**src/verilog/bank_mem_settings.svh**
```systemverilog
`ifndef BANK_MEM_SETTINGS_SVH
`define BANK_MEM_SETTINGS_SVH

// Port counts
`define NUM_WR_PORTS 2
`define NUM_RD_PORTS 2

// Bank array geometry
`define NUM_BANKS 8
`define BANK_BITS 3
`define ROW_BITS 6
`define DATA_WIDTH 32

// Banks between pipeline flops in the data chains
`define BANKS_PER_SEGMENT 4
`define NUM_SEGMENTS (`NUM_BANKS / `BANKS_PER_SEGMENT)

// Cycles from read enable to bank read data
`define SRAM_DELAY 2

// Input stage plus boundary flops plus SRAM delay
`define READ_LATENCY (1 + `NUM_SEGMENTS - 1 + `SRAM_DELAY)

`endif

```
**src/verilog/bank_mem_pkg.sv**
```systemverilog
`include "bank_mem_settings.svh"

package bank_mem_pkg;

  // One memory word
  typedef logic [`DATA_WIDTH-1:0] data_t;

  // Row inside a bank
  typedef logic [`ROW_BITS-1:0] row_t;

  // Bank index
  typedef logic [`BANK_BITS-1:0] bank_t;

  // One bit per write port
  typedef logic [`NUM_WR_PORTS-1:0] wr_sel_t;

  // One bit per read port
  typedef logic [`NUM_RD_PORTS-1:0] rd_sel_t;

  // One bit per bank
  typedef logic [`NUM_BANKS-1:0] bank_mask_t;

endpackage

```
**src/verilog/write_data_chain.sv**
```systemverilog
`include "bank_mem_settings.svh"

module write_data_chain (
  input  logic                                      clk,
  input  bank_mem_pkg::data_t [`NUM_WR_PORTS-1:0]   wr_data,
  input  bank_mem_pkg::wr_sel_t [`NUM_BANKS-1:0]    staged_sel,
  output bank_mem_pkg::data_t [`NUM_BANKS-1:0]      bank_wdata
);

  // Input stage lines data up with the first command stage
  bank_mem_pkg::data_t [`NUM_WR_PORTS-1:0] wr_q;

  // chain[b] is the port vector seen by bank b
  bank_mem_pkg::data_t [`NUM_WR_PORTS-1:0] chain [`NUM_BANKS];

  always_ff @(posedge clk) begin
    wr_q <= wr_data;
  end

  assign chain[0] = wr_q;

  for (genvar b = 0; b < `NUM_BANKS; b++) begin : g_bank
    localparam bit boundary = ((b % `BANKS_PER_SEGMENT) == (`BANKS_PER_SEGMENT - 1)) &&
                              (b != (`NUM_BANKS - 1));

    bank_mem_pkg::data_t word;

    // Pick the word of the port that owns this bank
    always_comb begin
      word = '0;
      for (int p = 0; p < `NUM_WR_PORTS; p++) begin
        if (staged_sel[b][p]) begin
          word = word | chain[b][p];
        end
      end
    end

    assign bank_wdata[b] = word;

    if (boundary) begin : g_flop
      bank_mem_pkg::data_t [`NUM_WR_PORTS-1:0] seg_q;

      always_ff @(posedge clk) begin
        seg_q <= chain[b];
      end

      assign chain[b+1] = seg_q;
    end else if (b < `NUM_BANKS - 1) begin : g_pass
      assign chain[b+1] = chain[b];
    end
  end

endmodule

```
**config.mk**
```make
export PLATFORM = sky130hd
export DESIGN_NAME = write_data_chain
export DESIGN_NICKNAME = d
export VERILOG_FILES = /design/src/verilog/bank_mem_pkg.sv /design/src/verilog/write_data_chain.sv
export VERILOG_INCLUDE_DIRS = /design/src /design/src/verilog
export SDC_FILE = /design/constraint.sdc
export NUM_CORES = 1
export LEC_CHECK = 0
export CAP_MARGIN = 20
export CORE_ASPECT_RATIO = 0.5
export CORE_UTILIZATION = 30
export CTS_CLUSTER_DIAMETER = 150
export DETAILED_ROUTE_END_ITERATION = 12
export DONT_BUFFER_PORTS = 1
export GPL_TIMING_DRIVEN = 1
export HOLD_SLACK_MARGIN = 0.12
export PLACE_DENSITY = 0.55
export SLEW_MARGIN = 15
export SYNTH_ARGS = -nofsm -noshare
export SYNTH_HDL_FRONTEND = slang
export SYNTH_SLANG_ARGS = --single-unit
```
**constraint.sdc**
```tcl
create_clock -name clk -period 0.8 [get_ports clk]
set_input_delay 0.04 -clock clk [delete_from_list [all_inputs] [get_ports clk]]
set_output_delay 0.04 -clock clk [all_outputs]
set_load 0.005 [all_outputs]
```
==> impl_metrics.py, run 1 <==
metrics = {
    "run_status": {
        "status": "finished with violations",
        "violations": "negative setup slack",
    },
    "power_and_ir_drop": {
        "power_density_nw_per_um2": 2600,
        "vdd.ir_drop.worst_mv": 1.42,
        "finalPower_uw": 17200,
        "power.leakage_uw": 0.00274,
    },
    "logic_synthesis": {
        "synth.net_count": 513,
        "synth_cell_type_count": 6,
        "synth_top_cell_area_share_pct": 48.3,
        "avgSynthCellArea_um2": 12.3,
        "yosys-top-cells-area": "dfxtp_1 48%, a22o_1 41%, buf_6 8.3%",
        "synth_edf_count": 0,
        "ys_top_cells_by_count": "246 x a22o_1, 128 x dfxtp_1, 39 x buf_6, 10 x a22o_2, 6 x buf_2",
        "synth.most_common_cell": "a22o_1",
        "synth_cells": 432,
        "synth-main-ff-cell": "dfxtp_1",
        "syn-cell-area_um2": 5310,
        "ys_warn_count": 0,
        "synth-seq-cells": 128,
        "yosysSeqAreaShare_pct": 48.3,
        "synth-async-reset-ratio_pct": 0,
        "yosysTopAreaCell": "dfxtp_1",
    },
    "finish": {
        "fillers": 1602,
        "area.growth.synth_to_final_pct": 24.9,
        "antenna_cells": 0,
        "nNetsFinal": 553,
        "drive_gt1_share_pct": 33.2,
        "largest_reg_flops": 128,
        "final_area_um2": 6630,
    },
    "setup_path": {
        "crit_path_max_incr_delay_ns": 0.37,
        "cpMaxStageDelayCell": "dfxtp_4",
        "arrival_ns": 1.03,
        "critPathRequiredTime_ns": 0.76,
        "path_cells": "a22o_4",
        "critical_path_class": "register to output port",
        "critPathBufInv": 0,
        "critPathLaunchType": "register",
        "r2r_slack_ns": 0.19,
        "crit_start": "chain[256]$_DFF_P_",
        "path_max_fanout": 5,
        "r2r-start": "chain[287]$_DFF_P_",
        "cp-end-kind": "output port",
        "worst_path_dominant_cell_family": "flip-flops",
    },
    "drt": {
        "first_iter_violations": 425,
        "drt-wirelength-per-cell_um": 29.9,
        "drtAntennaViolNets": 0,
        "drt_wl_total_um": 21300,
        "firstDrtPassIters": 5,
        "via_per_inst": 6.38,
        "drc": 0,
        "via_count": 4539,
    },
    "cts": {
        "cts_sinks": 128,
        "htreeDepth": 4,
        "path_clk_slew_ns": 0.06,
        "cts-root-buf": "clkbuf_16",
        "cts_tree": "done",
        "cts_inserted_buffers": 17,
        "clk_latency_ns": 0.40,
        "clk_path_buf_depth": 2,
    },
    "sta": {
        "fin_ws_ns": -0.271,
        "report.final.slew_viol_count": 0,
        "finClkSkew_ns": 0.00864,
        "setup_viol": 256,
        "hold_viol_final": 0,
        "hold-worst-slack_ns": 0.173,
        "max_freq_ghz": 0.933,
        "rsz0062_at_grt": "true",
        "period_share_pct": 134,
        "period_minus_slack_ns": 1.07,
        "max_slew_margin_pct": 88.3,
        "tightest_slew_ns": 0.176,
    },
    "floorplanning": {
        "dieArea_um2": 18300,
        "die_x_um": 190,
        "core_region_area_um2": 16800,
        "rows": 33,
        "die_h_um": 96.1,
        "io_pins": 337,
        "start_util_pct": 31.5,
    },
    "global_route": {
        "grt_use_total_pct": 21.5,
        "grt_pass1_vias": 4321,
        "antenna_found_initial": 0,
        "grt_max_degree": 33,
        "grt_pass1_wl_um": 28300,
        "grt_overflow": 0,
    },
    "placed_design": {
        "place_congestion": 0.716,
        "place_ws_ns": 0.0534,
        "placedInstanceArea_um2": 5100,
        "port_buffers": 0,
    },
    "worst_hold_path": {
        "hold_class": "primary input to register",
        "min_from": "wr_data[10]",
    },
    "flow_run": {
        "drv_cap": 0,
    },
}
final timing paths:
path,endpoint,cells past startpoint
max reg2reg,chain[31]$_DFF_P_,1
min,chain[266]$_DFF_P_,1
min reg2reg,chain[54]$_DFF_P_,0
max,bank_wdata[64],1
layer usage:
metal	up-vias	wire, um	global-route usage [%]
met5	-	0	0
met4	0	329	8.60
met3	29	1930	6.42
met2	322	10400	35.3
met1	2327	8690	26.6
li1	1861	-	-
layout by cell type (no fill, tap or decap):
cell,count
clkinv_4,2
dfxtp_4,12
clkbuf_16,17
dfxtp_1,13
buf_4,5
inv_6,5
clkinvlp_4,3
clkbuf_1,1
dfxtp_2,103
a22o_1,246
a22o_2,4
a22o_4,6
dlygate4sd3_1,64
bufinv_16,4
area by class of cell:
type,instances,area [um^2],share of cell area (%)
Timing Repair Buffer,69,678,10.2
Sequential cell,128,2740,41.3
Clock inverter,14,204,3.08
Clock buffer,18,429,6.47
Multi-Input combinational cell,256,2300,34.7
Tap cell,227,284,4.28
kinds of logic (layout without fill, tap and decap cells):
group,Yosys count,after routing,synth area share (%)
AOI/OAI and AO/OA,256,256,42.5
buffers and inverters,48,101,9.26
DFF,128,128,48.3
where the power goes:
group / total (uW) / switching (uW) / leakage [uW] / internal, uW
sequential: 7200 / 426 / 0.00108 / 6770
combinational: 1680 / 665 / 0.00135 / 1020
clock: 8330 / 3060 / 0.000299 / 5280
total: 17200 / 4150 / 0.00274 / 13100
repair_timing:
item / in CTS / in global routing
endpoints found under the setup margin: 256 / 256
endpoints found under the hold margin: 64 / 0
gates resized for setup: 123 / 10
hold buffers: 64 / 0
pin swaps: 87 / 5
buffers inserted: 5 / 0
per-stage QoR:
stage	utilization, %	instances	TNS (ns)
finish	39.4	712	-54.92
detailed placement	30.3	611	0
CTS	39.3	712	-61.21
global placement	30.3	611	0
global route	39.4	712	-65.81
floorplan	-	432	0
(Power assumes the default switching activity.)
==> run 2: changes to the inputs <==
--- a/config.mk
+++ b/config.mk
@@ -7,6 +7,8 @@
 export NUM_CORES = 1
 export LEC_CHECK = 0
 export CAP_MARGIN = 20
+export CELL_PAD_IN_SITES_DETAIL_PLACEMENT = 1
+export CELL_PAD_IN_SITES_GLOBAL_PLACEMENT = 1
 export CORE_ASPECT_RATIO = 0.5
 export CORE_UTILIZATION = 30
 export CTS_CLUSTER_DIAMETER = 150
@@ -14,7 +16,7 @@
 export DONT_BUFFER_PORTS = 1
 export GPL_TIMING_DRIVEN = 1
 export HOLD_SLACK_MARGIN = 0.12
-export PLACE_DENSITY = 0.55
+export PLACE_DENSITY = 0.66
 export SLEW_MARGIN = 15
 export SYNTH_ARGS = -nofsm -noshare
 export SYNTH_HDL_FRONTEND = slang
==> run 2 against run 1 <==
Effect of this change:
- register-to-register slack is essentially flat
- the run still ends with negative setup slack left
- highest routed layer unchanged
- wire length grew 3.5%
- flip-flop and latch count is the same
==> impl_metrics.py, run 2 (synthesis results as in run 1) <==
metrics = {
    "floorplanning": {
        "core_region_area_um2": 16800,
        "die_h_um": 96.1,
        "io_pins": 337,
        "start_util_pct": 31.5,
        "dieArea_um2": 18300,
        "rows": 33,
        "die_x_um": 190,
    },
    "placed_design": {
        "place_congestion": 0.708,
        "port_buffers": 0,
        "place_hpwl_um": 12500,
        "placedInstanceArea_um2": 5100,
    },
    "sta": {
        "period_minus_slack_ns": 1.05,
        "fin_ws_ns": -0.253,
        "setup_viol": 256,
        "hold-worst-slack_ns": 0.176,
        "report.final.slew_viol_count": 0,
        "max_slew_margin_pct": 88.4,
        "period_share_pct": 132,
        "finClkSkew_ns": 0.00942,
        "rsz0062_at_grt": "true",
        "tightest_slew_ns": 0.173,
        "max_freq_ghz": 0.949,
        "hold_viol_final": 0,
    },
    "setup_path": {
        "crit_start": "chain[1]$_DFF_P_",
        "crit_path_max_incr_delay_ns": 0.34,
        "cp-end-kind": "output port",
        "r2r_slack_ns": 0.20,
        "critPathRequiredTime_ns": 0.76,
        "r2r-start": "chain[270]$_DFF_P_",
        "critPathBufInv": 0,
        "path_cells": "a22o_1",
        "arrival_ns": 1.01,
        "critical_path_class": "register to output port",
        "path_max_fanout": 4,
        "cpMaxStageDelayCell": "dfxtp_2",
        "worst_path_dominant_cell_family": "flip-flops",
        "critPathLaunchType": "register",
    },
    "finish": {
        "fillers": 1777,
        "final_common_cell": "a22o_1",
        "area.growth.synth_to_final_pct": 23.2,
        "mostFrequentLayoutCells": "245 x a22o_1, 111 x dfxtp_2, 64 x dlygate4sd3_1",
        "largest_reg_flops": 128,
        "drive_gt1_share_pct": 33.1,
        "nNetsFinal": 550,
        "antenna_cells": 0,
        "final_area_um2": 6540,
    },
    "global_route": {
        "grt_max_degree": 33,
        "grt_pass1_vias": 4664,
        "antenna_found_initial": 0,
        "grt_pass1_wl_um": 30000,
        "grt_use_total_pct": 22.8,
        "grt_overflow": 0,
    },
    "power_and_ir_drop": {
        "internal_power_uw": 12600,
        "p_clk_share_pct": 46.4,
        "power_density_nw_per_um2": 2530,
        "p_switching_uw": 3960,
        "power.leakage_uw": 0.00270,
        "vdd.ir_drop.worst_mv": 1.28,
        "p_comb_share_pct": 10.2,
        "swShare_pct": 23.9,
        "power_frac_seq_pct": 43.4,
    },
    "run_status": {
        "status": "finished with violations",
        "violations": "negative setup slack",
    },
    "cts": {
        "cts-root-buf": "clkbuf_16",
        "clk_latency_ns": 0.40,
        "cts_inserted_buffers": 17,
        "htreeDepth": 4,
        "path_clk_slew_ns": 0.06,
        "cts_tree": "done",
        "cts_sinks": 128,
        "clk_path_buf_depth": 2,
    },
    "drt": {
        "drt-wirelength-per-cell_um": 31.1,
        "drc": 0,
        "via_count": 4427,
        "drtAntennaViolNets": 0,
        "first_iter_violations": 184,
        "firstDrtPassIters": 4,
        "drt_wl_total_um": 22000,
        "via_per_inst": 6.25,
    },
    "worst_hold_path": {
        "min_from": "staged_sel[1]",
        "hold_class": "primary input to output port",
    },
    "flow_run": {
        "drv_cap": 0,
    },
}
[run 2: cell types whose count changed in the layout (fill, tap and decap cells not counted), sizes merged]
cell,before,now
clkinv,2,5
buf,5,2
inv,5,0
clkbuf,18,21
bufinv,4,2
[run 2: through the flow]
| stage | cells | setup slack [ns] | power [uW] | util, % | TNS [ns] |
|---|---|---|---|---|---|
| after global placement | 611 | 0.124 | 8630 | 30.3 | 0 |
| after global routing | 708 | -0.291 | 17100 | 38.8 | -63.74 |
| after detailed placement | 611 | 0.131 | 8650 | 30.3 | 0 |
| after CTS | 708 | -0.280 | 16700 | 38.5 | -59.82 |
| after floorplan | 432 | 0.210 | 8750 | - | 0 |
| final | 708 | -0.253 | 16600 | 38.8 | -53.52 |
[run 2: power by group through the flow]
stage,logic [uW],registers (uW),clock network [uW]
global placement,1410,7220,0
global route,1790,7240,8110
CTS,1680,7160,7840
detailed placement,1400,7260,0
floorplan,1600,7150,0
finish,1690,7190,7680
[run 2: final cells by class]
class                   count  area [um^2]  share of cell area, %
repair buffers             66          656                   10.0
clock inverters            10          111                   1.70
well taps                 227          284                   4.34
flip-flops and latches    128         2720                   41.6
clock buffers              21          470                   7.19
multi-input cells         256         2300                   35.2
[run 2: routing by layer]
metal	vias to the layer above	routed length [um]	global-route usage, %
met5	-	0	0
met4	0	285	8.93
met3	30	1950	7.15
met2	270	11100	41.1
met1	2266	8690	25.4
li1	1861	-	-
[run 2: what timing repair did]
| action | in CTS | in global routing |
|---|---|---|
| cloned | 0 | 0 |
| endpoints found under the setup margin | 256 | 256 |
| gates resized for setup | 98 | 29 |
| pin swaps | 79 | 18 |
| hold endpoints to repair | 64 | 0 |
| hold buffers | 64 | 0 |
| buffers inserted | 2 | 0 |
[run 2: worst paths after layout]
check	to	cells after the start
setup / recovery	bank_wdata[193]	1
hold / removal	bank_wdata[1]	1
setup reg to reg	chain[14]$_DFF_P_	1
hold reg to reg	chain[6]$_DFF_P_	0
