$ cat config.mk
export PLATFORM = sky130hd
export DESIGN_NAME = bank_port_decode
export DESIGN_NICKNAME = d
export VERILOG_FILES = /design/src/verilog/bank_mem_pkg.sv /design/src/verilog/bank_port_decode.sv
export VERILOG_INCLUDE_DIRS = /design/src /design/src/verilog
export SDC_FILE = /design/constraint.sdc
export NUM_CORES = 1
export LEC_CHECK = 0
export BUFFER_PORTS_ARGS = -buffer_cell sky130_fd_sc_hd__buf_2
export CAP_MARGIN = 10
export CORE_MARGIN = 2
export CORE_UTILIZATION = 34
export DETAILED_ROUTE_END_ITERATION = 6
export GPL_ROUTABILITY_DRIVEN = 0
export GPL_TIMING_DRIVEN = 0
export PLACE_DENSITY = 0.87
export SLEW_MARGIN = 10
export SYNTH_ARGS = -nofsm -noshare
export SYNTH_HDL_FRONTEND = slang
export SYNTH_SLANG_ARGS = --single-unit
export TNS_END_PERCENT = 20
$ cat constraint.sdc
create_clock -name vclk -period 2.8
set_input_delay 0.56 -clock vclk [all_inputs]
set_output_delay 0.56 -clock vclk [all_outputs]
set_load 0.01 [all_outputs]
$ cat src/verilog/bank_mem_settings.svh
`ifndef BANK_MEM_SETTINGS_SVH
`define BANK_MEM_SETTINGS_SVH

// Port counts
`define NUM_WR_PORTS 2
`define NUM_RD_PORTS 2

// Bank array geometry
`define NUM_BANKS 8
`define BANK_BITS 3
`define ROW_BITS 6
`define DATA_WIDTH 32

// Banks between pipeline flops in the data chains
`define BANKS_PER_SEGMENT 4
`define NUM_SEGMENTS (`NUM_BANKS / `BANKS_PER_SEGMENT)

// Cycles from read enable to bank read data
`define SRAM_DELAY 2

// Input stage plus boundary flops plus SRAM delay
`define READ_LATENCY (1 + `NUM_SEGMENTS - 1 + `SRAM_DELAY)

`endif

$ cat src/verilog/bank_mem_pkg.sv
`include "bank_mem_settings.svh"

package bank_mem_pkg;

  // One memory word
  typedef logic [`DATA_WIDTH-1:0] data_t;

  // Row inside a bank
  typedef logic [`ROW_BITS-1:0] row_t;

  // Bank index
  typedef logic [`BANK_BITS-1:0] bank_t;

  // One bit per write port
  typedef logic [`NUM_WR_PORTS-1:0] wr_sel_t;

  // One bit per read port
  typedef logic [`NUM_RD_PORTS-1:0] rd_sel_t;

  // One bit per bank
  typedef logic [`NUM_BANKS-1:0] bank_mask_t;

endpackage

$ cat src/verilog/bank_port_decode.sv
`include "bank_mem_settings.svh"

module bank_port_decode #(
  parameter int num_ports = 1
) (
  input  logic [num_ports-1:0]                  en,
  input  bank_mem_pkg::bank_t [num_ports-1:0]   bank,
  input  bank_mem_pkg::row_t [num_ports-1:0]    row,
  output bank_mem_pkg::bank_mask_t              bank_en,
  output bank_mem_pkg::row_t [`NUM_BANKS-1:0]   bank_row,
  output logic [`NUM_BANKS-1:0][num_ports-1:0]  bank_sel
);

  // Per bank, find the enabled port that addresses it
  // Later ports overwrite earlier ones so the highest port wins
  always_comb begin
    bank_en  = '0;
    bank_row = '0;
    bank_sel = '0;
    for (int b = 0; b < `NUM_BANKS; b++) begin
      for (int p = 0; p < num_ports; p++) begin
        if (en[p] && (bank[p] == bank_mem_pkg::bank_t'(b))) begin
          bank_en[b]     = 1'b1;
          bank_row[b]    = row[p];
          // Keep the mask one-hot
          bank_sel[b]    = '0;
          bank_sel[b][p] = 1'b1;
        end
      end
    end
  end

endmodule

==> flow_summary.json, run 1 <==
{
  "stdcell_area_um2": 888.4,
  "multi_input_area_um2": 392.9,
  "boundaryPins": 74,
  "die_w_um": 42.70,
  "max-vdd-ir-drop_v": 0.00006433,
  "placed_area_um2": 888.4,
  "grt_max_degree": 11,
  "synth_cell_types": 15,
  "clock.fmax_mhz": 495.8,
  "cp.buffers_inverters": 4,
  "cpLargestDelayFamily": "buffers and inverters",
  "die_h_um": 42.70,
  "cellPowerDensity_nw_per_um2": 99.34,
  "syn_area_um2": 509.2,
  "hold_viol": 0,
  "worstPathRequired_ns": 2.24,
  "syn_to_final_growth_pct": 74.45,
  "grt_util_met3": 0,
  "io_buffer_count": 72,
  "syn_inst": 89,
  "nets": 173,
  "slew_headroom": 0.8094,
  "drt-initial-drc-count": 12,
  "tns_ns": 0,
  "wl_um": 2078,
  "path_cells": "buf_2 -> or2_1 -> buf_2 -> nor2_1 -> buf_4 -> buf_2",
  "synth.avg_cell_area_um2": 5.722,
  "dp_hpwl_um": 1707,
  "slew_viol_final": 0,
  "postCtsSetupBuffers": 0,
  "min_period_ns": 2.017,
  "finalCritPeriodShare": 0.7204,
  "cts_hold_buf": 0,
  "viasPerCell": 4.756,
  "drive_above_1_share": 0.5776,
  "p_leak_nw": 0.6886,
  "grt_overflow": 0,
  "grt_pass1_wl_um": 3029,
  "first_pass_iters": 4,
  "antenna_found_initial": 0,
  "wl_per_cell_um": 11.81,
  "cts_resized": 0,
  "fill_cells": 139,
  "crit_slowest_cell": "or2_1",
  "dieArea_um2": 1823,
  "stdcell_count": 176,
  "crit_path_max_fanout": 8,
  "fin_ws_ns": 0.7829,
  "worst_hold_slack_ns": 1.520,
  "ys_warn_count": 0,
  "vias": 837,
  "gr-usage-met1": 0.2608,
  "cpMostUsedCell": "buf_2",
  "slowest_delay_ns": 0.22,
  "outcome": "complete, no violations",
  "grt_pass1_vias": 659,
  "cap_violations": 0,
  "antenna_cells": 0,
  "dp_cells": 176,
  "min-delay-start": "row[4]",
  "nFlopsAndLatches": 0,
  "hold_path_end": "bank_row[46]",
  "drc_errors": 0,
  "start_util": 0.3772,
  "min_path_type": "in2out",
  "final-seq-area_um2": 0,
  "arrival_ns": 1.46,
  "ys_seq_area_frac": 0,
  "fin_util": 0.6580,
  "crit_type": "in2out",
  "place_ws_ns": 0.7754,
  "coreArea_um2": 1350,
  "hold_depth": 3,
  "rows": 13,
  "cp-end-kind": "output port",
  "tightestPinTransition_ns": 0.2849,
  "gr-usage-met2": 0.3818,
  "grt.busiest_layer": "met2",
  "p_total_mw": 0.08825,
  "rsz0062_at_grt": "false",
  "ant_nets": 0,
  "nClkBuffers": 0,
  "setup_violations": 0,
  "syn_nets": 99,
  "critPathLaunchType": "input pin",
  "grt.total_usage": 0.2000
}
==> synthesized netlist by cell type <==
master / n / share of area
and2_1: 1 / 0.012
and2_4: 1 / 0.017
and2b_1: 2 / 0.029
and3_1: 20 / 0.25
and3_2: 4 / 0.059
buf_2: 3 / 0.029
buf_4: 9 / 0.13
buf_6: 3 / 0.066
nand2_1: 2 / 0.015
nand2b_1: 3 / 0.037
nand3_1: 3 / 0.029
nand3b_1: 3 / 0.044
nor2_1: 33 / 0.24
nor2b_4: 1 / 0.027
or2_1: 1 / 0.012
==> cell usage in the layout, fill, tap and decap left out <==
master    netlist  layout
nand2b_1        3       3
or2_1           1       1
and2_4          1       1
and2b_1         2       2
and3_2          4       4
and2_1          1       1
nor2b_4         1       1
nor2_1         33      33
buf_6           3       3
nand2_1         2       2
buf_2           3      75
buf_4           9       9
and3_1         20      20
nand3_1         3       3
nand3b_1        3       3
==> worst max-delay path by stage <==
stage                       start     endpoint  slack [ns]  cells past startpoint
after floorplan           bank[1]  bank_sel[0]        0.94                      4
after global placement    bank[1]  bank_sel[0]        0.80                      6
after detailed placement  bank[1]  bank_sel[0]        0.78                      6
after CTS                 bank[1]  bank_sel[0]        0.77                      6
after global routing      bank[1]  bank_sel[0]        0.72                      6
final                     bank[1]  bank_sel[0]        0.78                      6
==> routing by layer <==
| layer | up-vias | wire, µm |
|---|---|---|
| li1 | 427 | - |
| met1 | 392 | 817 |
| met2 | 18 | 1186 |
| met3 | 0 | 75 |
| met4 | 0 | 0 |
| met5 | - | 0 |
==> where the power goes <==
group	leakage (nW)	total (mW)	switching, mW	internal (mW)
Sequential	0	0	0	0
Combinational	0.689	0.0882	0.0507	0.0376
Clock	0	0	0	0
==> logic make-up after synthesis <==
kind of cell           share of synthesized area
buffers and inverters                     0.2285
AND/OR/NAND/NOR                           0.7715
==> area by class of cell <==
class	count	area share
Multi-Input combinational cell	74	0.4423
Buffer	15	0.1310
Timing Repair Buffer	72	0.4056
Tap cell	15	0.02113
==> tightest hold or removal path: stages <==
cell,delay [ns]
buf_2,0.13
and3_1,0.15
buf_2,0.12
No activity file was read; power rests on OpenSTA's default activity.
==> run 2: changes to the inputs <==
Settings changed: ABC_AREA from default to 1, CORE_UTILIZATION 34 to 26, PLACE_DENSITY 0.87 to 0.81.
Clock period 2.8 ns to 1.9 ns, I/O delays scaled along.
==> flow_summary.json, run 2 <==
{
  "outcome": "complete, no violations",
  "clock.fmax_mhz": 654.5,
  "min_period_ns": 1.528,
  "grt_max_degree": 9,
  "nFlopsAndLatches": 0,
  "gr-usage-met1": 0.2436,
  "ys_seq_area_frac": 0,
  "ant_nets": 0,
  "synthXorXnorAreaFrac": 0,
  "postCtsSetupBuffers": 0,
  "die_w_um": 41.81,
  "dp_hpwl_um": 1342,
  "drt-initial-drc-count": 13,
  "slew_headroom": 0.7958,
  "fin_ws_ns": 0.3720,
  "cp-end-kind": "output port",
  "boundaryPins": 74,
  "critPathLaunchType": "input pin",
  "p_total_mw": 0.1011,
  "grt_util_met3": 0.004348,
  "antenna_cells": 0,
  "ys_warn_count": 0,
  "rsz0062_at_grt": "false",
  "p_int_mw": 0.03724,
  "synth_top_family_by_area": "simple AND/OR/NAND/NOR gates",
  "die_h_um": 41.81,
  "max-vdd-ir-drop_v": 0.00008301,
  "final-seq-area_um2": 0,
  "rows": 13,
  "wl_um": 1695,
  "synthTopCellsByCount": "nor2_1 (51), inv_1 (19), nand2_1 (10)",
  "arrival_ns": 1.15,
  "cellPowerDensity_nw_per_um2": 132.9,
  "final_common_cell": "buf_2",
  "mostFrequentLayoutCells": "buf_2 (74), nor2_1 (51), inv_1 (19)",
  "grt.busiest_layer": "met2",
  "p_comb_frac": 1.000,
  "worstPathRequired_ns": 1.52,
  "finalCritPeriodShare": 0.8042,
  "cap_violations": 0,
  "setup_violations": 0,
  "yosys-top-cells-area": "nor2_1 (52%), inv_1 (19%), buf_4 (16%), nand2_1 (10%), nor2_4 (3.0%)",
  "synth.area.mux_share": 0,
  "yosys.area_share.simple": 0.6465,
  "io_buffer_count": 74,
  "dieArea_um2": 1748,
  "cts_resized": 0,
  "crit_path_max_fanout": 7,
  "syn_to_final_growth_pct": 104.7,
  "tightestPinTransition_ns": 0.3059,
  "drive_above_1_share": 0.5092,
  "viasPerCell": 4.140,
  "slew_viol_final": 0,
  "hold_depth": 4,
  "gr-usage-met2": 0.2875,
  "p_seq_frac": 0,
  "grt.total_usage": 0.1671,
  "grt_pass1_wl_um": 2470,
  "p_sw_mw": 0.06390,
  "min_path_type": "in2out",
  "syn_area_um2": 371.6,
  "grt_overflow": 0,
  "syn_nets": 99,
  "synth.avg_cell_area_um2": 4.175,
  "drc_errors": 0,
  "tns_ns": 0,
  "p_leak_nw": 0.7000,
  "syn_inst": 89,
  "nClkBuffers": 0,
  "wl_per_cell_um": 9.522,
  "start_util": 0.2821,
  "antenna_found_initial": 0,
  "synthAdderAreaFrac": 0,
  "yosys.area.top_type_share": 0.5152,
  "crit_type": "in2out",
  "cts_hold_buf": 0,
  "yosysMostFrequentCell": "nor2_1",
  "coreArea_um2": 1318,
  "synth_compound_area_frac": 0,
  "sw_frac_of_total": 0.6318,
  "vias": 737,
  "grt_pass1_vias": 527,
  "clkPwrFrac": 0,
  "nets": 175,
  "first_pass_iters": 4,
  "synth_cell_types": 5,
  "synth_area_leader_cell": "nor2_1",
  "hold_viol": 0,
  "place_ws_ns": 0.3756
}
run 2: power by group through the flow:
stage / registers, mW / clock network (mW) / logic, mW
floorplan: 0 / 0 / 0.0556
global placement: 0 / 0 / 0.0997
detailed placement: 0 / 0 / 0.101
CTS: 0 / 0 / 0.101
global route: 0 / 0 / 0.111
finish: 0 / 0 / 0.101
run 2: cell type report:
type / instances / area, µm²
well taps: 15 / 18.77
plain buffers: 8 / 60.06
fillers: 158 / 556.8
inverters: 19 / 71.32
multi-input cells: 62 / 240.2
repair buffers: 74 / 370.4
run 2: cells by family after synthesis:
family,after synthesis
buffers and inverters,27
and+or+nand+nor,62
run 2: per-stage QoR:
stage          area (µm²)  cells    util  hold slack (ns)
6_report            760.7    178  0.5774            1.212
5_1_grt             760.7    178  0.5774            1.251
4_1_cts             760.7    178  0.5774            1.208
3_5_place_dp        760.7    178  0.5774            1.202
3_3_place_gp        760.7    178  0.5774            1.207
2_1_floorplan       371.6     89       -           0.9914
run 2: worst paths after layout:
check	from	end
worst max-delay path	bank[2]	bank_sel[4]
worst min-delay path	row[3]	bank_row[27]
run 2: metal layers:
metal  vias up  routed length [µm]  part of all wire
met2        36                 808              0.48
met5         -                   0                 0
met3         0                 135             0.080
met1       312                 751              0.44
met4         0                   0                 0
li1        389                   -                 -
run 2: critical path, cell delays in order:
cell	delay (ns)
buf_2	0.12
nand2_1	0.05
inv_1	0.07
nand2_1	0.19
inv_1	0.08
buf_4	0.13
buf_2	0.13
==> run 3: changes to the inputs <==
Settings changed: CORE_UTILIZATION 26 to 24, PLACE_DENSITY 0.81 to 0.78.
Clock period 1.9 ns to 1.4 ns, I/O delays scaled along.
==> flow_summary.json, run 3 (synthesized netlist as in run 2, its figures left out) <==
{
  "finalCritPeriodShare": 0.9537,
  "boundaryPins": 74,
  "mostFrequentLayoutCells": "buf_2 (74), nor2_1 (51), inv_1 (19)",
  "nClkBuffers": 0,
  "stdcell_area_um2": 767.0,
  "grt_max_degree": 9,
  "grt_overflow": 0,
  "tightestPinTransition_ns": 0.2886,
  "fin_util": 0.5213,
  "fin_ws_ns": 0.06487,
  "place_ws_ns": 0.06228,
  "outcome": "complete, no violations",
  "p_leak_nw": 0.7014,
  "grt_pass1_wl_um": 2449,
  "rows": 14,
  "wl_met3_um": 88,
  "syn_to_final_growth_pct": 106.4,
  "io_buffer_count": 74,
  "viasPerCell": 4.073,
  "slew_headroom": 0.8074,
  "p_total_mw": 0.1379,
  "wl_um": 1698,
  "cp-end-kind": "output port",
  "coreArea_um2": 1471,
  "first_pass_iters": 4,
  "crit_type": "in2out",
  "cellPowerDensity_nw_per_um2": 179.8,
  "max-vdd-ir-drop_v": 0.00007361,
  "vias": 729,
  "dp_cells": 179,
  "placed_area_um2": 762.0,
  "grt_pass1_vias": 535,
  "arrival_ns": 1.06,
  "drt-initial-drc-count": 11,
  "crit_path_max_fanout": 7,
  "critPathLaunchType": "input pin",
  "drive_above_1_share": 0.5215,
  "worst_hold_slack_ns": 1.000,
  "ant_nets": 0,
  "worstPathRequired_ns": 1.12,
  "cap_violations": 0,
  "cts_hold_buf": 0,
  "slew_viol_final": 0,
  "wl_met1_um": 716,
  "top_layer_used": "met3",
  "antenna_cells": 0,
  "start_util": 0.2526,
  "nFlopsAndLatches": 0,
  "rsz0062_at_grt": "true",
  "grt.total_usage": 0.1598,
  "hold_depth": 4,
  "die_w_um": 43.35,
  "postCtsSetupBuffers": 0,
  "die_h_um": 43.35,
  "stdcell_count": 179,
  "dp_hpwl_um": 1409,
  "antenna_found_initial": 0,
  "drc_errors": 0,
  "tns_ns": 0,
  "setup_violations": 0,
  "min_path_type": "in2out",
  "dieArea_um2": 1879,
  "nets": 175,
  "min_period_ns": 1.335,
  "final_common_cell": "buf_2",
  "dr_wl_met2_um": 893,
  "final-seq-area_um2": 0,
  "wl_per_cell_um": 9.486,
  "clock.fmax_mhz": 749.0,
  "hold_viol": 0
}
run 3: cell counts in the layout (fill, tap and decap cells not counted):
Identical to the previous run, type by type.
run 3: layout make-up:
type	instances	area [µm²]
Fill cell	168	704.4
Tap cell	16	20.02
Timing Repair Buffer	74	370.4
Buffer	8	60.06
Multi-Input combinational cell	62	245.2
Inverter	19	71.32
run 3: critical path, cell delays in order:
cell and delay, ns:
buf_2 0.12, nand2_1 0.05, inv_1 0.07, nand2_1 0.19, inv_1 0.08, buf_4 0.13, buf_2 0.13
run 3: power by group:
part           switching [mW]  internal (mW)  leakage (nW)
Sequential                  0              0             0
Combinational          0.0870         0.0509         0.701
Clock                       0              0             0
Total                  0.0870         0.0509         0.701
run 3: routing by layer:
metal,GRT usage,up-vias
li1,-,388
met1,0.2304,315
met2,0.2716,26
met3,0.01250,0
met4,0.01212,0
met5,0,-
run 3: final timing paths:
| check | startpoint | end | slack [ns] |
|---|---|---|---|
| max | bank[2] | bank_sel[4] | 0.06 |
| min | row[0] | bank_row[30] | 1.00 |
run 3: repair_timing:
item,CTS,global route
resized for setup,0,2
hold endpoints to repair,0,0
endpoints found under the setup margin,0,4
