### src/verilog/bank_mem_settings.svh
`ifndef BANK_MEM_SETTINGS_SVH
`define BANK_MEM_SETTINGS_SVH

// Port counts
`define NUM_WR_PORTS 2
`define NUM_RD_PORTS 2

// Bank array geometry
`define NUM_BANKS 8
`define BANK_BITS 3
`define ROW_BITS 6
`define DATA_WIDTH 32

// Banks between pipeline flops in the data chains
`define BANKS_PER_SEGMENT 4
`define NUM_SEGMENTS (`NUM_BANKS / `BANKS_PER_SEGMENT)

// Cycles from read enable to bank read data
`define SRAM_DELAY 2

// Input stage plus boundary flops plus SRAM delay
`define READ_LATENCY (1 + `NUM_SEGMENTS - 1 + `SRAM_DELAY)

`endif

### src/verilog/bank_mem_pkg.sv
`include "bank_mem_settings.svh"

package bank_mem_pkg;

  // One memory word
  typedef logic [`DATA_WIDTH-1:0] data_t;

  // Row inside a bank
  typedef logic [`ROW_BITS-1:0] row_t;

  // Bank index
  typedef logic [`BANK_BITS-1:0] bank_t;

  // One bit per write port
  typedef logic [`NUM_WR_PORTS-1:0] wr_sel_t;

  // One bit per read port
  typedef logic [`NUM_RD_PORTS-1:0] rd_sel_t;

  // One bit per bank
  typedef logic [`NUM_BANKS-1:0] bank_mask_t;

endpackage

### src/verilog/read_tag_pipe.sv
`include "bank_mem_settings.svh"

module read_tag_pipe (
  input  logic                                                clk,
  input  logic                                                rst,
  input  bank_mem_pkg::rd_sel_t                               rd_en,
  input  bank_mem_pkg::bank_t [`NUM_RD_PORTS-1:0]             rd_bank,
  input  bank_mem_pkg::row_t [`NUM_RD_PORTS-1:0]              rd_row,
  output bank_mem_pkg::rd_sel_t                               rd_valid,
  output logic [`NUM_RD_PORTS-1:0][`BANK_BITS+`ROW_BITS-1:0]  rd_addr
);

  bank_mem_pkg::rd_sel_t                              valid_q [`READ_LATENCY];
  logic [`NUM_RD_PORTS-1:0][`BANK_BITS+`ROW_BITS-1:0] addr_q  [`READ_LATENCY];

  always_ff @(posedge clk) begin
    if (rst) begin
      for (int i = 0; i < `READ_LATENCY; i++) begin
        valid_q[i] <= '0;
      end
    end else begin
      valid_q[0] <= rd_en;
      for (int i = 1; i < `READ_LATENCY; i++) begin
        valid_q[i] <= valid_q[i-1];
      end
    end
  end

  // Address echoed as bank above row
  always_ff @(posedge clk) begin
    for (int p = 0; p < `NUM_RD_PORTS; p++) begin
      addr_q[0][p] <= {rd_bank[p], rd_row[p]};
    end
    for (int i = 1; i < `READ_LATENCY; i++) begin
      addr_q[i] <= addr_q[i-1];
    end
  end

  assign rd_valid = valid_q[`READ_LATENCY-1];
  assign rd_addr  = addr_q[`READ_LATENCY-1];

endmodule

### config.mk
export PLATFORM = sky130hd
export DESIGN_NAME = read_tag_pipe
export DESIGN_NICKNAME = d
export VERILOG_FILES = /design/src/verilog/bank_mem_pkg.sv /design/src/verilog/read_tag_pipe.sv
export VERILOG_INCLUDE_DIRS = /design/src /design/src/verilog
export SDC_FILE = /design/constraint.sdc
export NUM_CORES = 1
export LEC_CHECK = 0
export BUFFER_PORTS_ARGS = -buffer_cell sky130_fd_sc_hd__buf_2
export CORE_MARGIN = 8
export CORE_UTILIZATION = 52
export DETAILED_ROUTE_END_ITERATION = 6
export GPL_TIMING_DRIVEN = 0
export PLACE_DENSITY = 0.74
export SLEW_MARGIN = 20
export SYNTH_ARGS = -nofsm -noshare
export SYNTH_HDL_FRONTEND = slang
export SYNTH_SLANG_ARGS = --single-unit
### constraint.sdc
create_clock -name clk -period 1.6 [get_ports clk]
set_clock_uncertainty 0.1 [all_clocks]
set_input_delay 0.08 -clock clk [delete_from_list [all_inputs] [get_ports clk]]
set_output_delay 0.08 -clock clk [all_outputs]
set_load 0.005 [all_outputs]
==> reports/results.env, run 1 <==
RUN_STATUS='finished clean'
SYNTHESIS.NETS=112
SYNTH.AVG_CELL_AREA_SQ_UM=18.5
POWER.COMBINATIONAL.FRACTION_PCT=3.1
MAX_CAPACITANCE_VIOLATION_COUNT=0
DIE_H_MICRONS=72.6
SYN_AREA_SQ_UM=1670
AREA_GROWTH_SYN_TO_LAYOUT_PCT=37.3
HTREE_NUM_LEVELS=3
CTS_POST_SETUP_BUFFERS_INSERTED=0
P_SW_mW=0.616
DIE_AREA_SQ_UM=5270
ROOT_BUF_CELL='clkbuf_4'
FINAL_NET_COUNT=187
RELSLEWSLACK_PCT=91.5
DIE_WIDTH_MICRONS=72.6
SYNTH-SEQ-CELLS=80
SYNTH.AREA.TOP_CELLS='dfxtp_1, nor2b_1, buf_4'
IO_PINS=42
CTS_MADE_BUFFERS=9
TIMING.FINAL.HOLD_VIOLATIONS=0
PATH_CLK_SLEW_PS=100
MOST_FREQUENT_CELL_ON_THE_CRITICAL_PATH='dlygate4sd3_1'
GRT_PASS1_WL_MM=3.57
HOLDCRITPATHCLASS='in2reg'
YOSYS_WARNINGS=0
POWER_LEAKAGE_nW=1.03
WORST-SLEW-PIN-TRANSITION_PS=128
CTSRESIZECOUNT=0
RSZ0062_AT_GRT='no'
CP-START-KIND='input pin'
CRITPATHKIND='in2reg'
ANTENNA-DIODE-COUNT=0
FRACTION_OF_THE_YOSYS_AREA_TAKEN_BY_SEQUENTIAL_CELLS_PCT=96.1
PEAK_SUPPLY_DROP_mV=1.02
FINALWORSTSETUPSLACK_PS=383
CRIT_END_CATEGORY='register'
FINAL.SETUP.TNS_PS=0
INTPOWER_mW=2.68
FINALSETUPVIOLATIONS=0
GRT_ANTENNA_BEFORE_REPAIR=0
CRITPATHSLOWESTCELL='dlygate4sd3_1'
TRACK_USAGE_PCT=9.48
CORE-AREA_SQ_UM=3050
CRITICAL_PATH_ARRIVAL_PS=1390
GRT_START_MAX_NET_PINS=13
FINAL_MIN_PERIOD_OVER_CLOCK_PERIOD_PCT=76.1
FINAL_PERIOD_MINUS_WORST_SETUP_SLACK_PS=1220
MAXIMUM_FANOUT_ENCOUNTERED_ON_THE_CRITICAL_TIMING_PATH=1
NETLIST.TOP_CELL.BY_AREA='dfxtp_1'
SYNTH_TOP_AREA_SHARE_PCT=96.1
WL_PER_CELL_MICRONS=10.6
DRC=0
CTS_TREE='yes'
PLACEMENT.IO_BUFFERS=41
DRT.ANTENNA.VIOLATING_NETS=0
SWSHARE_PCT=18.7
GLOBALPLACE.CONGESTION=0.605
SEQ_POWER_SHARE_PCT=64.1
DR_TOTAL_VIAS=790
WORST-ENDPOINT-REQUIRED_PS=1770
DETAIL_ROUTE.ITER0.VIOLATIONS=23
TOTAL_POWER_mW=3.29
CTS_NUM_SINKS=80
NETLIST-CELL-TYPE-COUNT=3
ROW_COUNT=20
PRECTSSETUPSLACK_PS=897
N_FILL_CELL=219
VIAS_PER_CELL=3.71
CLKLATENCYLATEPIN_PS=370
MAX_FREQ_MHz=821
FINISH.INSTANCE_AREA_SQ_UM=2290
CTS-ROOT-TO-SINK-BUFFERS=2
GRT_OVERFLOW=0
DRIVE_ABOVE_1_SHARE_PCT=33.1
P_CLK_SHARE_PCT=32.7
POWER-PER-CELL-AREA_nW_PER_UM2=1440
INITIAL_UTILIZATION_PCT=54.6
TIMING_MAX_TRANSITION_VIOLATIONS_FINAL=0
TIMING.CRITICAL_PATH.SLOWEST_CELL_DELAY_PS=550
POST_DP_CELL_AREA_SQ_UM=1930
WORSTPATHCELLLIST='dlygate4sd3_1 > buf_2 > nor2b_1 > dlygate4sd3_1'
DETAIL_ROUTE.WIRELENGTH_MM=2.26
NUMBER_OF_GLOBAL_ROUTE_VIAS_BEFORE_REPAIR=857
SYNTH_CELLS=90
FIRSTDRTPASSITERS=3
==> Yosys cell counts <==
cell,instances
dfxtp_1,80
nor2b_1,8
buf_4,2
==> final timing paths <==
path / cells after the start / end / slack, ps / startpoint
worst min register to register: 0 / addr_q[1][11] / 230 / addr_q[0][11]
worst max-delay path: 4 / valid_q[0][1] / 380 / rd_en[1]
worst max register to register: 1 / valid_q[0][5] / 970 / valid_q[0][3]
worst min-delay path: 2 / addr_q[0][1] / 230 / rd_row[1]
==> flip-flops by register name, summed over array words and instances (netlist names) <==
name and cells:
addr_q 72, valid_q 8
==> power by group through the flow <==
| stage | clock network [mW] | logic (mW) | registers (mW) |
|---|---|---|---|
| final | 1.08 | 0.104 | 2.11 |
| after global routing | 1.19 | 0.114 | 2.13 |
| after CTS | 1.12 | 0.105 | 2.12 |
| after detailed placement | 0 | 0.0618 | 2.16 |
| after global placement | 0 | 0.0597 | 2.16 |
| after floorplan | 0 | 0.00586 | 2.16 |
==> final cells by class <==
type | count | area (sq um) | share of cell area, %
clock buffers | 12 | 88.8 | 3.88
multi-input cells | 8 | 50.0 | 2.19
flip-flops and latches | 80 | 1600 | 70.0
repair buffers | 64 | 435 | 19.0
plain buffers | 2 | 15.0 | 0.656
well taps | 44 | 55.1 | 2.41
clock inverters | 3 | 42.5 | 1.86
==> cell usage in the layout (no fill, tap or decap) <==
master	n
dlygate4sd3_1	23
buf_4	2
clkbuf_1	2
buf_2	41
bufinv_16	1
clkinvlp_4	1
clkbuf_8	1
dfxtp_1	80
clkinv_2	1
nor2b_1	8
clkbuf_4	9
==> metal layers <==
layer / up-vias / wire [microns] / track usage (%)
met5: - / 0 / 0
met2: 25 / 1200 / 15.3
met1: 337 / 867 / 8.38
met4: 0 / 42 / 9.33
li1: 424 / - / -
met3: 4 / 147 / 4.53
==> worst max-delay path: cells and delay by family <==
kind	cells	cell delay, ps
buffers and inverters	3	1190
AND/OR/NAND/NOR	1	120
==> cell families after synthesis <==
family | share of synthesized area [%]
buffers and inverters | 0.901
and+or+nand+nor | 3.00
DFF | 96.1
==> per-stage QoR <==
| stage | hold WS, ps | utilization, % | cells |
|---|---|---|---|
| after CTS | 200 | 75.0 | 213 |
| after global routing | 196 | 75.0 | 213 |
| after floorplan | 7.72 | - | 90 |
| final | 229 | 75.0 | 213 |
| after detailed placement | 83.6 | 63.1 | 175 |
| after global placement | 82.5 | 63.1 | 175 |
==> what timing repair did <==
item / in CTS / in global routing
endpoints found under the setup margin: 0 / 0
endpoints found under the hold margin: 26 / 0
hold buffers: 23 / 0
Power figures use the tool's default switching activity.
==> inputs of run 2 (changes only) <==
--- a/config.mk
+++ b/config.mk
@@ -8,10 +8,10 @@
 export LEC_CHECK = 0
 export BUFFER_PORTS_ARGS = -buffer_cell sky130_fd_sc_hd__buf_2
 export CORE_MARGIN = 8
-export CORE_UTILIZATION = 52
+export CORE_UTILIZATION = 44
 export DETAILED_ROUTE_END_ITERATION = 6
 export GPL_TIMING_DRIVEN = 0
-export PLACE_DENSITY = 0.74
+export PLACE_DENSITY = 0.67
 export SLEW_MARGIN = 20
 export SYNTH_ARGS = -nofsm -noshare
 export SYNTH_HDL_FRONTEND = slang
==> constraint.sdc (replaced) <==
create_clock -name clk -period 1.1 [get_ports clk]
set_clock_uncertainty 0.1 [all_clocks]
set_input_delay 0.055 -clock clk [delete_from_list [all_inputs] [get_ports clk]]
set_output_delay 0.055 -clock clk [all_outputs]
set_load 0.005 [all_outputs]
==> run 2 against run 1 <==
  * Worst setup slack got worse by 280 ps
  * Global-route usage shrank 1.6 points
  * Sequential power rose by 45%
  * Total power rose by 57%
  * Via count grew 1.5%
  * Register-to-register slack got worse by 490 ps
  * Non-clock buffer count down 2
  * Critical path depth down 2
  * Clock power rose by 81%
  * Critical endpoint is now rd_valid[1]
==> reports/results.env, run 2 (same netlist as run 1, synthesis figures left out) <==
HOLDCRITPATHCLASS='reg2reg'  # was in2reg
RUN_STATUS='finished clean'  # unchanged
VIAS_PER_CELL=3.73  # was 3.71
INITIAL_UTILIZATION_PCT=45.5  # was 54.6%
MAX_CAPACITANCE_VIOLATION_COUNT=0  # unchanged
WORST_SETUP_PATH_STARTPOINT='valid_q[0][7]'  # was rd_en[1]
CP_TOP_FAMILY='flip-flops'  # was buffers and inverters
WORST_HOLD_SLACK_PS=224  # was 229 ps
LAYOUT.CELLS.MOST_COMMON_LIST='dfxtp_1, buf_2, dlygate4sd3_1, clkbuf_8, nor2b_1'  # was dfxtp_1, buf_2, dlygate4sd3_1, clkbuf_4, nor2b_1
FINAL_MIN_PERIOD_OVER_CLOCK_PERIOD_PCT=90.5
CTS_TREE='yes'  # unchanged
WORST-ENDPOINT-REQUIRED_PS=940  # was 1770 ps
IO_PINS=42  # unchanged
CTS-ROOT-TO-SINK-BUFFERS=2  # unchanged
CRITICAL_PATH_ARRIVAL_PS=840  # was 1390 ps
RR_WORST_DEPTH=1  # unchanged
DRC=0  # unchanged
DETAIL_ROUTE.ITER0.VIOLATIONS=9  # was 23
CP-START-KIND='register'  # was input pin
CRITPATHKIND='reg2out'  # was in2reg
RSZ0062_AT_GRT='no'  # unchanged
MAXIMUM_FANOUT_ENCOUNTERED_ON_THE_CRITICAL_TIMING_PATH=1  # unchanged
DIE_WIDTH_MICRONS=77.5  # was 72.6 microns
PLACEMENT.IO_BUFFERS=41  # unchanged
USE_MET1_PCT=5.50  # was 8.38%
FINALSETUPVIOLATIONS=0  # unchanged
CRITPATHSLOWESTCELL='dfxtp_1'  # was dlygate4sd3_1
TRACK_USAGE_PCT=7.87  # was 9.48%
GRT_START_MAX_NET_PINS=13  # unchanged
PEAK_SUPPLY_DROP_mV=1.24  # was 1.02 mV
GLOBALPLACE.CONGESTION=0.651  # was 0.605
WORSTPATHCELLLIST='buf_4 > buf_2'  # was dlygate4sd3_1 > buf_2 > nor2b_1 > dlygate4sd3_1
MAX_FREQ_MHz=1000
ANTENNA-DIODE-COUNT=0  # unchanged
CTS_POST_SETUP_BUFFERS_INSERTED=0  # unchanged
CRITICAL_PATH_BUF_INV_COUNT=2  # was 3
CTS-HOLD-FIX-BUFFERS=21  # was 23
HOLDPATHSTAGES=0  # was 2
GRT_OVERFLOW=0  # unchanged
ROOT_BUF_CELL='clkbuf_8'  # was clkbuf_4
CORE-AREA_SQ_UM=3660  # was 3050 sq um
PRECTSSETUPSLACK_PS=433  # was 897 ps
R2R-END='valid_q[0][7]'  # was valid_q[0][5]
FINAL_COMMON_CELL='dfxtp_1'  # unchanged
DRT.ANTENNA.VIOLATING_NETS=0  # unchanged
FINAL_NET_COUNT=185  # was 187
GRT_BUSIEST_LAYER='met2'  # unchanged
MULTI_INPUT_COMB_AREA_SQ_UM=50.0  # unchanged
ROW_COUNT=22  # was 20
WL_PER_CELL_MICRONS=10.4  # was 10.6 microns
FINAL_PERIOD_MINUS_WORST_SETUP_SLACK_PS=996
CTS_NUM_SINKS=80  # unchanged
DR_TOTAL_VIAS=802  # was 790
REG_TOP3='addr_q (72), valid_q (8)'  # unchanged
TIMING.FINAL.HOLD_VIOLATIONS=0  # unchanged
TIMING.CRITICAL_PATH.SLOWEST_CELL_DELAY_PS=300  # was 550 ps
FINALWORSTSETUPSLACK_PS=104  # was 383 ps
ROUTING_USAGE_ON_MET3_PCT=5.07  # was 4.53%
WORST-SLEW-PIN-TRANSITION_PS=131  # was 128 ps
CTSRESIZECOUNT=0  # unchanged
DIE_AREA_SQ_UM=6010  # was 5270 sq um
FINAL_UTIL_PCT=63.6  # was 75.0%
PATH_CLK_SLEW_PS=70  # was 100 ps
GRT_PASS1_WL_MM=3.42  # was 3.57 mm
POWER_LEAKAGE_nW=1.05  # was 1.03 nW
N_FILL_CELL=283  # was 219
HTREE_NUM_LEVELS=3  # unchanged
R2R-START='valid_q[0][5]'  # was valid_q[0][3]
POWER-PER-CELL-AREA_nW_PER_UM2=2220  # was 1440 nW/um^2
GROUTE.LAYER.MET2.USAGE_PCT=13.8  # was 15.3%
DETAIL_ROUTE.WIRELENGTH_MM=2.23  # was 2.26 mm
LARGEST_REGISTER='addr_q'  # unchanged
TIMING_MAX_TRANSITION_VIOLATIONS_FINAL=0  # unchanged
CRIT_END_CATEGORY='output pin'  # was register
WORSTHOLDSTART='addr_q[0][7]'  # was rd_row[1]
AREA_USED_BY_SEQUENTIAL_LOGIC_IN_THE_LAYOUT_SQ_UM=1600  # unchanged
FIRSTDRTPASSITERS=4  # was 3
WORST_HOLD_PATH.ENDPOINT='addr_q[1][7]'  # was addr_q[0][1]
LARGEST_REGISTER_FFS=72  # unchanged
CLKLATENCYLATEPIN_PS=320  # was 370 ps
FINAL_CELLS=215  # was 213
PLACED_CELLS=179  # was 175
DRIVE_ABOVE_1_SHARE_PCT=33.5  # was 33.1%
FINAL.SETUP.TNS_PS=0  # unchanged
AREA_GROWTH_SYN_TO_LAYOUT_PCT=39.8  # was 37.3%
GRT_ANTENNA_BEFORE_REPAIR=0  # unchanged
NUMBER_OF_GLOBAL_ROUTE_VIAS_BEFORE_REPAIR=827  # was 857
DIE_H_MICRONS=77.5  # was 72.6 microns
CTS_MADE_BUFFERS=9  # unchanged
RELSLEWSLACK_PCT=91.3  # was 91.5%
R2R_SETUP_SLACK_PS=480  # was 970 ps
==> run 2: changes by cell type in the layout (fill, tap and decap cells not counted), sizes merged <==
cell / before / now
dlygate4sd3: 23 / 21
==> run 2: how the worst max path moves through the flow <==
stage	depth (start not counted)	slack, ps	end
5_1_grt	2	60	rd_valid[1]
6_report	2	100	rd_valid[1]
3_5_place_dp	2	430	rd_valid[1]
2_1_floorplan	1	510	valid_q[0][2]
4_1_cts	2	70	rd_valid[1]
3_3_place_gp	2	440	rd_valid[1]
==> run 2: stage by stage <==
step	instance area, sq um	power [mW]
3_5_place_dp	1930	3.23
5_1_grt	2330	5.40
6_report	2330	5.18
3_3_place_gp	1930	3.22
2_1_floorplan	1670	3.15
4_1_cts	2330	5.25
==> run 2: cell type report <==
type | instances | share of cell area, %
clock buffers | 12 | 6.23
multi-input cells | 8 | 2.15
clock inverters | 3 | 1.83
repair buffers | 62 | 17.8
flip-flops and latches | 80 | 68.7
plain buffers | 2 | 0.644
well taps | 48 | 2.58
==> run 2: report_power, final <==
part           internal [mW]  switching, mW  total (mW)
sequential              3.05         0.0280        3.07
clock                   1.10          0.862        1.96
combinational          0.104         0.0434       0.147
total                   4.25          0.934        5.18
==> run 2: routing by layer <==
metal	part of all wire [%]	wire (microns)
met1	38	844
met2	53	1190
met3	6.6	148
met4	2.3	52
met5	0	0
